<file path="src/verilog/riu_reset_settings.svh">
`ifndef RIU_RESET_SETTINGS_SVH
`define RIU_RESET_SETTINGS_SVH

// Input conditioner stretch, counted in riu_clk cycles after sys_rst sync
`define RIU_INPUT_STRETCH 50

// MMCM reset window, active while the input counter sits in 1..this value
`define RIU_MMCM_PULSE 10

// Branch stretch lengths
`define RIU_RIU_STRETCH 12   // RIU branch (rstdiv1)
`define RIU_MB_STRETCH 24    // MicroBlaze branch, longer so it releases after RIU

// Quiet cycles after both branches release before the PLL clock is ungated
`define RIU_PLL_GATE_LIMIT 64

// All values above must fit the 7-bit counter type in the package

`endif
</file>
<file path="src/verilog/riu_reset_pkg.sv">
`default_nettype none

package riu_reset_pkg;

  // Stretch and gate counter, 7 bits covers every limit up to 127
  typedef logic [6:0] rst_cnt_t;

  // Two-flop synchronizer for an incoming reset request
  typedef logic [1:0] rst_sync_t;

  // Release pipeline behind the stretch flag
  typedef logic [2:0] rst_pipe_t;

  // PLL gate sequencing
  typedef enum logic [1:0] {
    GATE_HOLD  = 2'd0,   // A branch reset is still active
    GATE_COUNT = 2'd1,   // Both released, counting quiet cycles
    GATE_OPEN  = 2'd2    // PLL clock enabled
  } gate_state_t;

endpackage

`default_nettype wire

</file>
<file path="src/verilog/riu_reset_infra.sv">
`timescale 1ns/1ps
`default_nettype none

`include "riu_reset_settings.svh"

module riu_reset_infra (
  input  wire  riu_clk,    // RIU clock, the only domain here
  input  wire  sys_rst,    // Asynchronous system reset, active high
  input  wire  pll_lock,   // PLL locked
  input  wire  mmcm_lock,  // MMCM locked
  output logic mmcm_rst,   // MMCM reset pulse
  output logic rstdiv1,    // RIU domain reset
  output logic reset_ub,   // MicroBlaze reset
  output logic pllgate     // PLL clock gate enable
);

  logic rst_req_riu;  // Conditioner request for the RIU branch
  logic rst_req_mb;   // Conditioner request for the MicroBlaze branch

  // Input reset sync, stretch and MMCM pulse
  input_reset_conditioner u_input_rst (
    .riu_clk     (riu_clk),
    .sys_rst     (sys_rst),
    .pll_lock    (pll_lock),
    .mmcm_lock   (mmcm_lock),
    .mmcm_rst    (mmcm_rst),
    .rst_req_riu (rst_req_riu),
    .rst_req_mb  (rst_req_mb)
  );

  // RIU branch, shorter stretch
  domain_reset_stretcher #(
    .STRETCH (`RIU_RIU_STRETCH)
  ) u_riu_rst (
    .riu_clk (riu_clk),
    .sys_rst (sys_rst),
    .rst_req (rst_req_riu),
    .rst_out (rstdiv1)
  );

  // MicroBlaze branch, releases after RIU when locks are steady
  domain_reset_stretcher #(
    .STRETCH (`RIU_MB_STRETCH)
  ) u_mb_rst (
    .riu_clk (riu_clk),
    .sys_rst (sys_rst),
    .rst_req (rst_req_mb),
    .rst_out (reset_ub)
  );

  // Waits for both branches before enabling the PLL clock
  pll_gate_timer u_pll_gate (
    .riu_clk (riu_clk),
    .sys_rst (sys_rst),
    .rst_riu (rstdiv1),
    .rst_mb  (reset_ub),
    .pllgate (pllgate)
  );

endmodule

`default_nettype wire

</file>
<file path="src/verilog/pll_gate_timer.sv">
`timescale 1ns/1ps
`default_nettype none

`include "riu_reset_settings.svh"

module pll_gate_timer (
  input  wire  riu_clk,  // RIU clock
  input  wire  sys_rst,  // Asynchronous system reset, active high
  input  wire  rst_riu,  // RIU branch reset
  input  wire  rst_mb,   // MicroBlaze branch reset
  output logic pllgate   // PLL clock gate enable
);

  localparam riu_reset_pkg::rst_cnt_t GATE_LAST =
    riu_reset_pkg::rst_cnt_t'(`RIU_PLL_GATE_LIMIT - 1);

  riu_reset_pkg::gate_state_t state;     // Gate FSM state
  riu_reset_pkg::rst_cnt_t    gate_cnt;  // Quiet-cycle counter
  logic                       any_rst;   // Either branch still in reset

  assign any_rst = rst_riu | rst_mb;

  always_ff @(posedge riu_clk or posedge sys_rst) begin
    if (sys_rst) begin
      state    <= riu_reset_pkg::GATE_HOLD;
      gate_cnt <= '0;
    end else begin
      case (state)
        riu_reset_pkg::GATE_HOLD: begin
          gate_cnt <= '0;
          if (!any_rst) begin
            state <= riu_reset_pkg::GATE_COUNT; // Both branches released
          end
        end
        riu_reset_pkg::GATE_COUNT: begin
          if (any_rst) begin
            state <= riu_reset_pkg::GATE_HOLD;  // Restart on any new reset
          end else if (gate_cnt == GATE_LAST) begin
            state <= riu_reset_pkg::GATE_OPEN;  // Limit reached
          end else begin
            gate_cnt <= gate_cnt + 1'b1;
          end
        end
        riu_reset_pkg::GATE_OPEN: begin
          if (any_rst) begin
            state <= riu_reset_pkg::GATE_HOLD;  // Close the gate next cycle
          end
        end
        default: state <= riu_reset_pkg::GATE_HOLD;
      endcase
    end
  end

  // Decoded straight from the state flops
  assign pllgate = (state == riu_reset_pkg::GATE_OPEN);

endmodule

`default_nettype wire

</file>
<file path="src/verilog/domain_reset_stretcher.sv">
`timescale 1ns/1ps
`default_nettype none

module domain_reset_stretcher #(
  parameter int STRETCH = 24  // Cycles held after the request drops, up to 127
) (
  input  wire  riu_clk,  // Branch clock
  input  wire  sys_rst,  // Asynchronous system reset, active high
  input  wire  rst_req,  // Reset request level from the conditioner
  output logic rst_out   // Stretched branch reset
);

  localparam riu_reset_pkg::rst_cnt_t STRETCH_CNT = riu_reset_pkg::rst_cnt_t'(STRETCH);

  riu_reset_pkg::rst_sync_t req_sync;   // Request synchronizer
  riu_reset_pkg::rst_cnt_t  str_cnt;    // Stretch counter
  logic                     str_flag;   // High while stretching
  riu_reset_pkg::rst_pipe_t rel_pipe;   // Release delay pipeline

  // Request resynchronized into this branch
  always_ff @(posedge riu_clk or posedge sys_rst) begin
    if (sys_rst) begin
      req_sync <= '1;
    end else begin
      req_sync <= {req_sync[0], rst_req};      // Two stages
    end
  end

  // Held at full length while requested, then counts down
  always_ff @(posedge riu_clk or posedge sys_rst) begin
    if (sys_rst) begin
      str_cnt <= STRETCH_CNT;
    end else if (req_sync[1]) begin
      str_cnt <= STRETCH_CNT;                  // Reload on every requested cycle
    end else if (str_cnt != '0) begin
      str_cnt <= str_cnt - 1'b1;
    end
  end

  always_ff @(posedge riu_clk or posedge sys_rst) begin
    if (sys_rst) begin
      str_flag <= 1'b1;
    end else begin
      str_flag <= (str_cnt != '0);             // Reset active until count hits zero
    end
  end

  // Three pipeline stages plus one output flop
  // Gives downstream logic a few stable clocks around release
  always_ff @(posedge riu_clk or posedge sys_rst) begin
    if (sys_rst) begin
      rel_pipe <= '1;
      rst_out  <= 1'b1;
    end else begin
      rel_pipe <= {rel_pipe[1:0], str_flag};   // Shift toward the output
      rst_out  <= rel_pipe[2];                 // Final branch reset flop
    end
  end

endmodule

`default_nettype wire

</file>
<file path="src/verilog/input_reset_conditioner.sv">
`timescale 1ns/1ps
`default_nettype none

`include "riu_reset_settings.svh"

module input_reset_conditioner (
  input  wire  riu_clk,      // RIU clock
  input  wire  sys_rst,      // Asynchronous system reset, active high
  input  wire  pll_lock,     // PLL locked
  input  wire  mmcm_lock,    // MMCM locked
  output logic mmcm_rst,     // Short reset pulse for the MMCM
  output logic rst_req_riu,  // Reset request to the RIU branch
  output logic rst_req_mb    // Reset request to the MicroBlaze branch
);

  riu_reset_pkg::rst_sync_t in_sync;  // Release synchronizer for sys_rst
  riu_reset_pkg::rst_cnt_t  in_cnt;   // Input stretch counter
  logic                     input_rst; // Stretched input reset
  logic                     mmcm_win;  // Counter inside the MMCM pulse window

  // Assert is immediate, release is pulled through two flops
  always_ff @(posedge riu_clk or posedge sys_rst) begin
    if (sys_rst) begin
      in_sync <= '1;                           // Both stages held active
    end else begin
      in_sync <= {in_sync[0], 1'b0};           // Shift in the released level
    end
  end

  // Stretch counter, reloaded while the synchronized reset is still high
  always_ff @(posedge riu_clk or posedge sys_rst) begin
    if (sys_rst) begin
      in_cnt <= riu_reset_pkg::rst_cnt_t'(`RIU_INPUT_STRETCH);
    end else if (in_sync[1]) begin
      in_cnt <= riu_reset_pkg::rst_cnt_t'(`RIU_INPUT_STRETCH); // Hold at full length
    end else if (in_cnt != '0) begin
      in_cnt <= in_cnt - 1'b1;                 // Count down after release
    end
  end

  // Last RIU_MMCM_PULSE counts before zero
  assign mmcm_win = (in_cnt != '0) &&
                    (in_cnt <= riu_reset_pkg::rst_cnt_t'(`RIU_MMCM_PULSE));

  // Stretched reset, high as long as the counter is running
  always_ff @(posedge riu_clk or posedge sys_rst) begin
    if (sys_rst) begin
      input_rst <= 1'b1;
    end else begin
      input_rst <= (in_cnt != '0);
    end
  end

  // MMCM reset pulse, one cycle behind the counter like input_rst
  always_ff @(posedge riu_clk or posedge sys_rst) begin
    if (sys_rst) begin
      mmcm_rst <= 1'b0;                        // Quiet while sys_rst is held
    end else begin
      mmcm_rst <= mmcm_win;                    // Exactly RIU_MMCM_PULSE cycles
    end
  end

  // Per-branch requests, registered so each branch sees a clean level
  always_ff @(posedge riu_clk or posedge sys_rst) begin
    if (sys_rst) begin
      rst_req_riu <= 1'b1;
      rst_req_mb  <= 1'b1;
    end else begin
      rst_req_riu <= input_rst | ~pll_lock | ~mmcm_lock; // RIU needs both locks
      rst_req_mb  <= input_rst | ~mmcm_lock;             // MicroBlaze ignores PLL lock
    end
  end

endmodule

`default_nettype wire

</file>
<file path="config.mk">
export PLATFORM = sky130hd
export DESIGN_NAME = riu_reset_infra
export DESIGN_NICKNAME = d
export VERILOG_FILES = /design/src/verilog/riu_reset_pkg.sv /design/src/verilog/riu_reset_infra.sv /design/src/verilog/pll_gate_timer.sv /design/src/verilog/domain_reset_stretcher.sv /design/src/verilog/input_reset_conditioner.sv
export VERILOG_INCLUDE_DIRS = /design/src /design/src/verilog
export SDC_FILE = /design/constraint.sdc
export NUM_CORES = 1
export LEC_CHECK = 0
export BUFFER_PORTS_ARGS = -buffer_cell sky130_fd_sc_hd__buf_2
export CAP_MARGIN = 20
export CORE_ASPECT_RATIO = 1.4
export CORE_MARGIN = 2
export CORE_UTILIZATION = 25
export DETAILED_ROUTE_END_ITERATION = 12
export MAX_ROUTING_LAYER = met4
export PLACE_DENSITY_LB_ADDON = 0.1
export SYNTH_ARGS = -nofsm -noshare
export SYNTH_HDL_FRONTEND = slang
export SYNTH_SLANG_ARGS = --single-unit
</file>
<file path="constraint.sdc">
create_clock -name riu_clk -period 1.9 [get_ports riu_clk]
set_input_delay 0.19 -clock riu_clk [delete_from_list [all_inputs] [get_ports riu_clk]]
set_output_delay 0.19 -clock riu_clk [all_outputs]
set_load 0.005 [all_outputs]
</file>
# After elaboration in Yosys (flattened, before gate mapping)
# Cells that the tools add are included.
# totals
register_bits	50
latch_bits	0
mem_bits_rw	0
rom_bits	0
in_bits	4
output_inout_bits	4
elab_cells	62
memories	0
# op_classes
add_sub_neg	4
n_mul	0
n_div	0
magnitude_cmp	1
eq_ne	8
shift	0
muxes	14
n_bitwise	6
reduce_logical	11
# ops
operator	n
2-to-1 mux 7 bit	8
nonzero test 7 bit	3
subtractor 7 x 1 -> 7 bit, second input constant	3
case mux 7 bit (2 select lines)	1
2-to-1 mux 2 bit	4
nonzero test 2 bit	4
adder 7 x 1 -> 7 bit, second input constant	1
== test 7 x 6 -> 1 bit, second input constant	1
less-or-equal comparator 7 x 4 -> 1 bit, second input constant	1
inequality test 2 bit, second input constant	3
case mux 2 bit (3 select lines)	1
AND reduction 3 bit	2
OR 1 bit	4
inequality test 3 x 1 -> 1 bit, second input constant	1
== test 2 x 1 -> 1 bit, second input constant	1
== test 2 bit, second input constant	1
logical NOT 2 bit	1
inequality test 2 x 1 -> 1 bit, second input constant	1
inverter 1 bit	2
logical AND 1 bit	1

# Longest topological paths before layout
# Gate-level depths: netlist of the first run.
# logic_depth
word_depth	4
depth_mapped	7
mapped_depth_nobuf	7

# Hierarchy
# Synthesis of the first run repeated with hierarchy kept, for this count alone.
# hier_totals
hier_cells	191
area_unflattened_um2	2220.9
# modules_own_cells
module	n_inst	cells_per_inst	area_each_um2	seq_area_each_um2
input_reset_conditioner	1	54	589.3	335.3
domain_reset_stretcher at u_mb_rst	1	46	576.8	361.6
domain_reset_stretcher at u_riu_rst	1	45	559.3	361.6
pll_gate_timer	1	46	495.5	225.2

# Least setup slack after synthesis of the first run
# No wires, ideal clock.
# synth_timing
kind	flip-flop to flip-flop
from	reg u_mb_rst.str_cnt[0]
to	reg u_mb_rst.str_cnt[3]
setup_time_ps	73
arrival_time_ps	1809
t_required_ps	1827
slack_ps	18
stages_incl_launch_ff	8
path_buffers	1
synth_period_minus_slack_ps	1882
cell_sequence	dfrtp_1 inv_1 ha_1 or3b_4 or4_4 buf_6 and3_1 o21bai_1
# synth_between
elab_chain_cells	3
elab_cells_between_ends	5
classes_between	add/sub: 1; mux: 2; reduce/logical: 2
# synth_lines
item	line	rtl
start, declared	domain_reset_stretcher.sv:16	riu_reset_pkg::rst_cnt_t str_cnt;
start signal, assigned	domain_reset_stretcher.sv:36	str_cnt <= str_cnt - 1'b1;
subtractor 7 x 1 -> 7 bit	domain_reset_stretcher.sv:36	
2-to-1 mux 7 bit	domain_reset_stretcher.sv:35	end else if (str_cnt != '0) begin
2-to-1 mux 7 bit	domain_reset_stretcher.sv:33	end else if (req_sync[1]) begin
# Several ways; a longest one is shown, not always the timed one. The select of a mux whose other input is x is not followed.
# A chain may end at the register's enable or synchronous reset.

# Worst setup path after layout of the first run
# Ends and elaborated chain as after synthesis.

==> impl_metrics.toml, run 1 <==
[run_status]
status = "completed"

[power_and_ir_drop]
p_int_w = 0.001629
power_frac_clock_pct = 42.6
p_sw_w = 0.0004710
ir_drop_v = 0.0004036
pwr_density_cell_nw_per_um2 = 826.0
leakage_nw = 1.030
pwr-share-comb_pct = 4.7
p_sw_share_pct = 22.43
p_seq_share_pct = 52.7

[run]
drv_cap = 0

[yosys]
post-synth-top-area-cell = "dfstp_2"
netlist_instances = 184
synth_compound_area_share_pct = 11.46
netlist_top_cells_area = "dfstp_2, dfrtp_1, nor2_1"
avgSynthCellArea_um2 = 11.57
ys_warn_count = 0
syn_area_um2 = 2130
synth.distinct_cells = 44
synth_mux_area_share_pct = 0.4700
synthDominantCellAreaShare_pct = 32.08
synth_top_family_by_area = "simple AND/OR/NAND/NOR gates"
synthAdderAreaFrac_pct = 2.938
synth.most_common_cell = "dfstp_2"
synthXorXnorAreaFrac_pct = 2.468
ys_seq_elements = 50
synth_edf_count = 0
synthTopCellsByCount = "dfstp_2, dfrtp_1, nor2_1"
async_flop_share_pct = 100.0
ys.flop_type = "dfstp_2"
syn-num-nets = 193
seq_area_frac_synth_pct = 60.28
synthSimpleGateAreaFrac_pct = 18.68

[layout]
multiInputGateArea_um2 = 793.3
fin_cells = 309
layout-drive-gt1-share_pct = 29.47
finalNetCount = 215
post-route-util_pct = 31.01
ff_latch_area_um2 = 1284
finalInstanceArea_um2 = 2542
nFillCells = 867
area_growth_pct = 19.39
antenna_cells = 0

[drt]
wl_per_cell_um = 12.09
vias_per_cell = 4.547
num_vias = 1405
wirelength_mm = 3.737
ant_nets = 0
drtIter0Drc = 51
drc = 0
firstDrtPassIters = 4

[placement]
gp_congestion = 0.7864
place_inst = 295
placedInstanceArea_um2 = 2323
dp_hpwl_mm = 2.611
io_buffers = 7

[cts]
insertion_delay_ns = 0.29
clkSlewWorstSetupHoldPaths_ns = 0.07
root_buffer = "clkbuf_16"
cts_tree = "yes"
numCtsBuffers = 5
h-tree-depth = 2
clockBufferDepth = 2
clock-sinks = 50

[min_path]
hold-path-cell-count = 2
min_from = "mmcm_lock"
hp-class = "input port to flop"
hold_end = "u_input_rst.rst_req_mb"

[sta]
period_needed_ns = 1.886
rsz0062_at_grt = "yes"
drv_slew = 0
fmax_mhz = 530.2
min_period_over_period_pct = 99.28
skew_ns = 0.007525
hold_violations = 0
tightestPinTransition_ns = 0.6014
finalSetupViolCount = 0
slew_headroom_pct = 59.66

[critical_path]
cp.required_ns = 2.11
rrSetupSlack_ns = 0.01
end_kind = "flop"
cp_max_fo = 8
cp.arrival_ns = 2.10
r2r-end = "u_mb_rst.str_cnt[3]"
startpoint_type = "flop"
worstSetupPathType = "flop to flop"
r2r_start = "u_mb_rst.str_cnt[0]"
ff2ff_path_depth = 6

[floorplanning]
core_area_um2 = 8198
boundaryPins = 8
die_y_um = 113.2
dieArea_um2 = 9283
rows = 39
start_util_pct = 25.98
die_w_um = 82

[grt]
grt_max_degree = 35
grt_pass1_vias = 1452
grt_overflow = 0
grt_pass1_wl_mm = 6.472
antenna_found_initial = 0
grtUsageTotal_pct = 9.309
cells in the final DEF, fill, tap and decap left out, drive strengths merged, types with 6 or more instances in the layout:
master / count
nor2b: 6
a21oi: 12
dfstp: 26
nand2b: 7
o21ai: 6
buf: 17
dfrtp: 24
nor2: 18
inv: 16
nor3: 6
how the worst max path moves through the flow:
stage	from	end	cells past startpoint
after floorplan	u_mb_rst.str_cnt[0]	u_mb_rst.str_cnt[3]	7
after global placement	u_input_rst.in_cnt[0]	u_input_rst.in_cnt[2]	7
after detailed placement	u_mb_rst.str_cnt[0]	u_mb_rst.str_cnt[3]	6
after CTS	u_mb_rst.str_cnt[0]	u_mb_rst.str_cnt[3]	6
after global routing	u_mb_rst.str_cnt[0]	u_mb_rst.str_cnt[3]	6
final	u_mb_rst.str_cnt[0]	u_mb_rst.str_cnt[3]	6
metal layers:
| layer | vias to the layer above | wire [um] | GRT usage, % |
|---|---|---|---|
| met5 | - | 0 | - |
| met4 | 0 | 28 | 4.000 |
| met3 | 2 | 85 | 2.153 |
| met2 | 16 | 2021 | 15.23 |
| met1 | 699 | 1602 | 10.75 |
| li1 | 688 | - | - |
critical path, stage by stage, from the launching register on:
cell and delay [ns]:
dfrtp_1 0.38, inv_1 0.06, ha_2 0.17, or3b_4 0.40, or4_4 0.49, and3_4 0.19, o21bai_1 0.12
metrics by stage:
step / setup TNS (ns) / power (W) / setup slack (ns) / hold slack (ns)
after floorplan: 0 / 0.001180 / 0.01808 / 0.2369
after global placement: 0 / 0.001210 / 0.04711 / 0.2213
after detailed placement: 0 / 0.001210 / 0.007259 / 0.2186
after CTS: -0.01052 / 0.002129 / -0.01052 / 0.04120
after global routing: -0.1310 / 0.002199 / -0.06527 / 0.05856
final: 0 / 0.002100 / 0.01375 / 0.04395
final cells by class:
cell class,instances,share of cell area [%]
clock buffers,5,4.921
clock inverters,3,0.9350
inverters,15,2.215
multi-input cells,116,31.20
flip-flops and latches,50,50.49
well taps,102,5.020
repair buffers,18,5.217
flip-flops by register name, indices dropped and copies added (netlist names), 2 cells and up:
name / flops
u_input_rst.in_cnt: 7
u_input_rst.in_sync: 2
u_mb_rst.rel_pipe: 3
u_mb_rst.req_sync: 2
u_mb_rst.str_cnt: 7
u_pll_gate.gate_cnt: 7
u_pll_gate.state: 2
u_riu_rst.rel_pipe: 3
u_riu_rst.req_sync: 2
u_riu_rst.str_cnt: 7
logic make-up (layout without fill, tap and decap cells):
family                     count (synthesis)  in the layout
buffers and inverters                     18             41
DFF                                       50             50
other                                      1              1
adders and majority gates                  5              5
and+or+nand+nor                           66             66
xor gates and xnor gates                   6              6
AOI/OAI and AO/OA                         37             37
muxes                                      1              1
power groups by stage:
stage,clock network [W],registers [W],logic [W]
floorplan,0,0.00112,0.0000605
global placement,0,0.00113,0.0000842
detailed placement,0,0.00112,0.0000861
CTS,0.000934,0.00111,0.0000884
global route,0.000976,0.00111,0.000114
finish,0.000895,0.00111,0.0000982
repair_timing:
action / CTS / global route
resized for setup: 1 / 6
setup buffers: 0 / 5
hold endpoints to repair: 6 / 0
setup endpoints to repair: 1 / 11
pin swaps: 0 / 1
gates cloned: 0 / 0
hold buffers: 1 / 0
(Power assumes the default switching activity.)
==> run 2: changes to the inputs <==
Clock period 1.9 ns to 2.17 ns, I/O delays scaled along.
==> run 2 against run 1 <==
Against the previous run:
- combinational power down 28%
- maximum frequency down 2.1%
- sequential cell count unchanged
- core utilization down 0.84 points
- die area unchanged
- first-iteration DRC count up 3.9%
- non-clock buffer count down 9
- global-route usage down 0.13 points
- worst setup slack better by 0.23 ns
==> impl_metrics.toml, run 2 (same netlist as run 1, synthesis figures left out) <==
[sta]
hold_violations = 0
rsz0062_at_grt = "no"
period_needed_ns = 1.926
skew_ns = 0.003217
min_period_over_period_pct = 88.76
slew_headroom_pct = 39.30
fmax_mhz = 519.2
layout_setup_ws_ns = 0.2440
tns_ns = 0
finalSetupViolCount = 0
tightestPinTransition_ns = 0.9048
drv_slew = 0

[grt]
grt_overflow = 0
grt-busiest-layer = "met2"
grt_use_met2_pct = 15.72
grtUsageMet3_pct = 2.392
grtUsageTotal_pct = 9.181
grt_max_degree = 29
antenna_found_initial = 0
grt_pass1_vias = 1420
gr-usage-met1_pct = 10.20
grt_pass1_wl_mm = 6.423

[critical_path]
cp.arrival_ns = 2.14
startpoint_type = "flop"
cp.required_ns = 2.38
path_buf_inv = 1
crit_family = "simple AND/OR/NAND/NOR gates"
crit_start = "u_mb_rst.str_cnt[0]"
path_cells = "inv_1, ha_1, or3b_4, or4_4, and3_1, o21bai_1"
worstSetupPathType = "flop to flop"
r2r_start = "u_mb_rst.str_cnt[0]"
cp_slowest_stage_delay_ns = 0.49
slowest_stage = "or4_4"
cp_max_fo = 8
end_kind = "flop"

[cts]
h-tree-depth = 2
clkSlewWorstSetupHoldPaths_ns = 0.07
ctsHoldBuffers = 0
numCtsBuffers = 5
insertion_delay_ns = 0.28
cts_tree = "yes"
cts-resized-gates = 0
clockBufferDepth = 2
post_cts_buffers = 0
root_buffer = "clkbuf_16"
clock-sinks = 50

[layout]
layout-drive-gt1-share_pct = 24.75
ff_latch_area_um2 = 1284
area_growth_pct = 16.16
finalNetCount = 206
final_cell_mix = "dfstp_2, dfrtp_1, nor2_1"
fin_cells = 300
layout.cells.most_common = "dfstp_2"
nFillCells = 855
antenna_cells = 0
multiInputGateArea_um2 = 770.7

[placement]
place_ws_ns = 0.2518
io_buffers = 7
place_inst = 292
dp_hpwl_mm = 2.562
gp_congestion = 0.7733

[floorplanning]
die_y_um = 113.2
dieArea_um2 = 9283
start_util_pct = 25.98
die_w_um = 82
core_area_um2 = 8198
boundaryPins = 8
rows = 39

[drt]
wl_per_cell_um = 12.19
drtIter0Drc = 53
drc = 0
firstDrtPassIters = 4
wirelength_mm = 3.658
vias_per_cell = 4.550
ant_nets = 0
num_vias = 1365

[power_and_ir_drop]
leakage_nw = 0.9941
pwr_density_cell_nw_per_um2 = 787.3
ir_drop_v = 0.0003496

[run]
drv_cap = 0

[min_path]
hp-class = "input port to async pin"

[run_status]
status = "completed"
-- run 2: worst paths after layout --
kind / endpoint / slack, ns / cells past startpoint
setup / recovery: u_mb_rst.str_cnt[3] / 0.24 / 6
min in group riu_clk: u_input_rst.rst_req_mb / 0.07 / 2
max in group asynchronous: u_mb_rst.req_sync[1] / 1.52 / 3
hold / removal: u_pll_gate.gate_cnt[4] / 0.01 / 2
hold reg to reg: u_riu_rst.req_sync[0] / 0.36 / 0
setup reg to reg: u_mb_rst.str_cnt[3] / 0.24 / 6
-- run 2: worst reg2reg max path: stages, from the launching register on --
cell and delay, ns:
dfrtp_1 0.41, inv_1 0.07, ha_1 0.17, or3b_4 0.41, or4_4 0.49, and3_1 0.20
o21bai_1 0.12
-- run 2: final cells by class --
cell class | count | share of cell area [%]
clock inverter | 3 | 1.922
tap | 102 | 5.159
inverter | 15 | 2.276
timing repair buffer | 9 | 2.529
sequential | 50 | 51.90
clock buffer | 5 | 5.058
multi-input combinational | 116 | 31.16
-- run 2: report_power, final --
group	switching [W]	total (W)	leakage, nW	internal [W]
logic	0.0000428	0.0000709	0.303	0.0000281
registers	0.0000176	0.000970	0.607	0.000952
clock network	0.000354	0.000907	0.0848	0.000552
-- run 2: layer usage --
metal	vias to the layer above	part of all wire, %
li1	668	-
met1	681	44
met2	14	52
met3	2	2.6
met4	0	0.74
met5	-	0
-- run 2: per-stage QoR --
stage               hold WS, ns  instance area [um^2]  power (W)  util [%]
CTS                     0.03564                  2474   0.001984     30.17
floorplan                0.2639                  2130   0.001033         -
global route            0.06960                  2474   0.002040     30.17
detailed placement       0.3453                  2301   0.001059     28.07
global placement         0.3344                  2301   0.001057     28.07
finish                  0.01053                  2474   0.001947     30.17
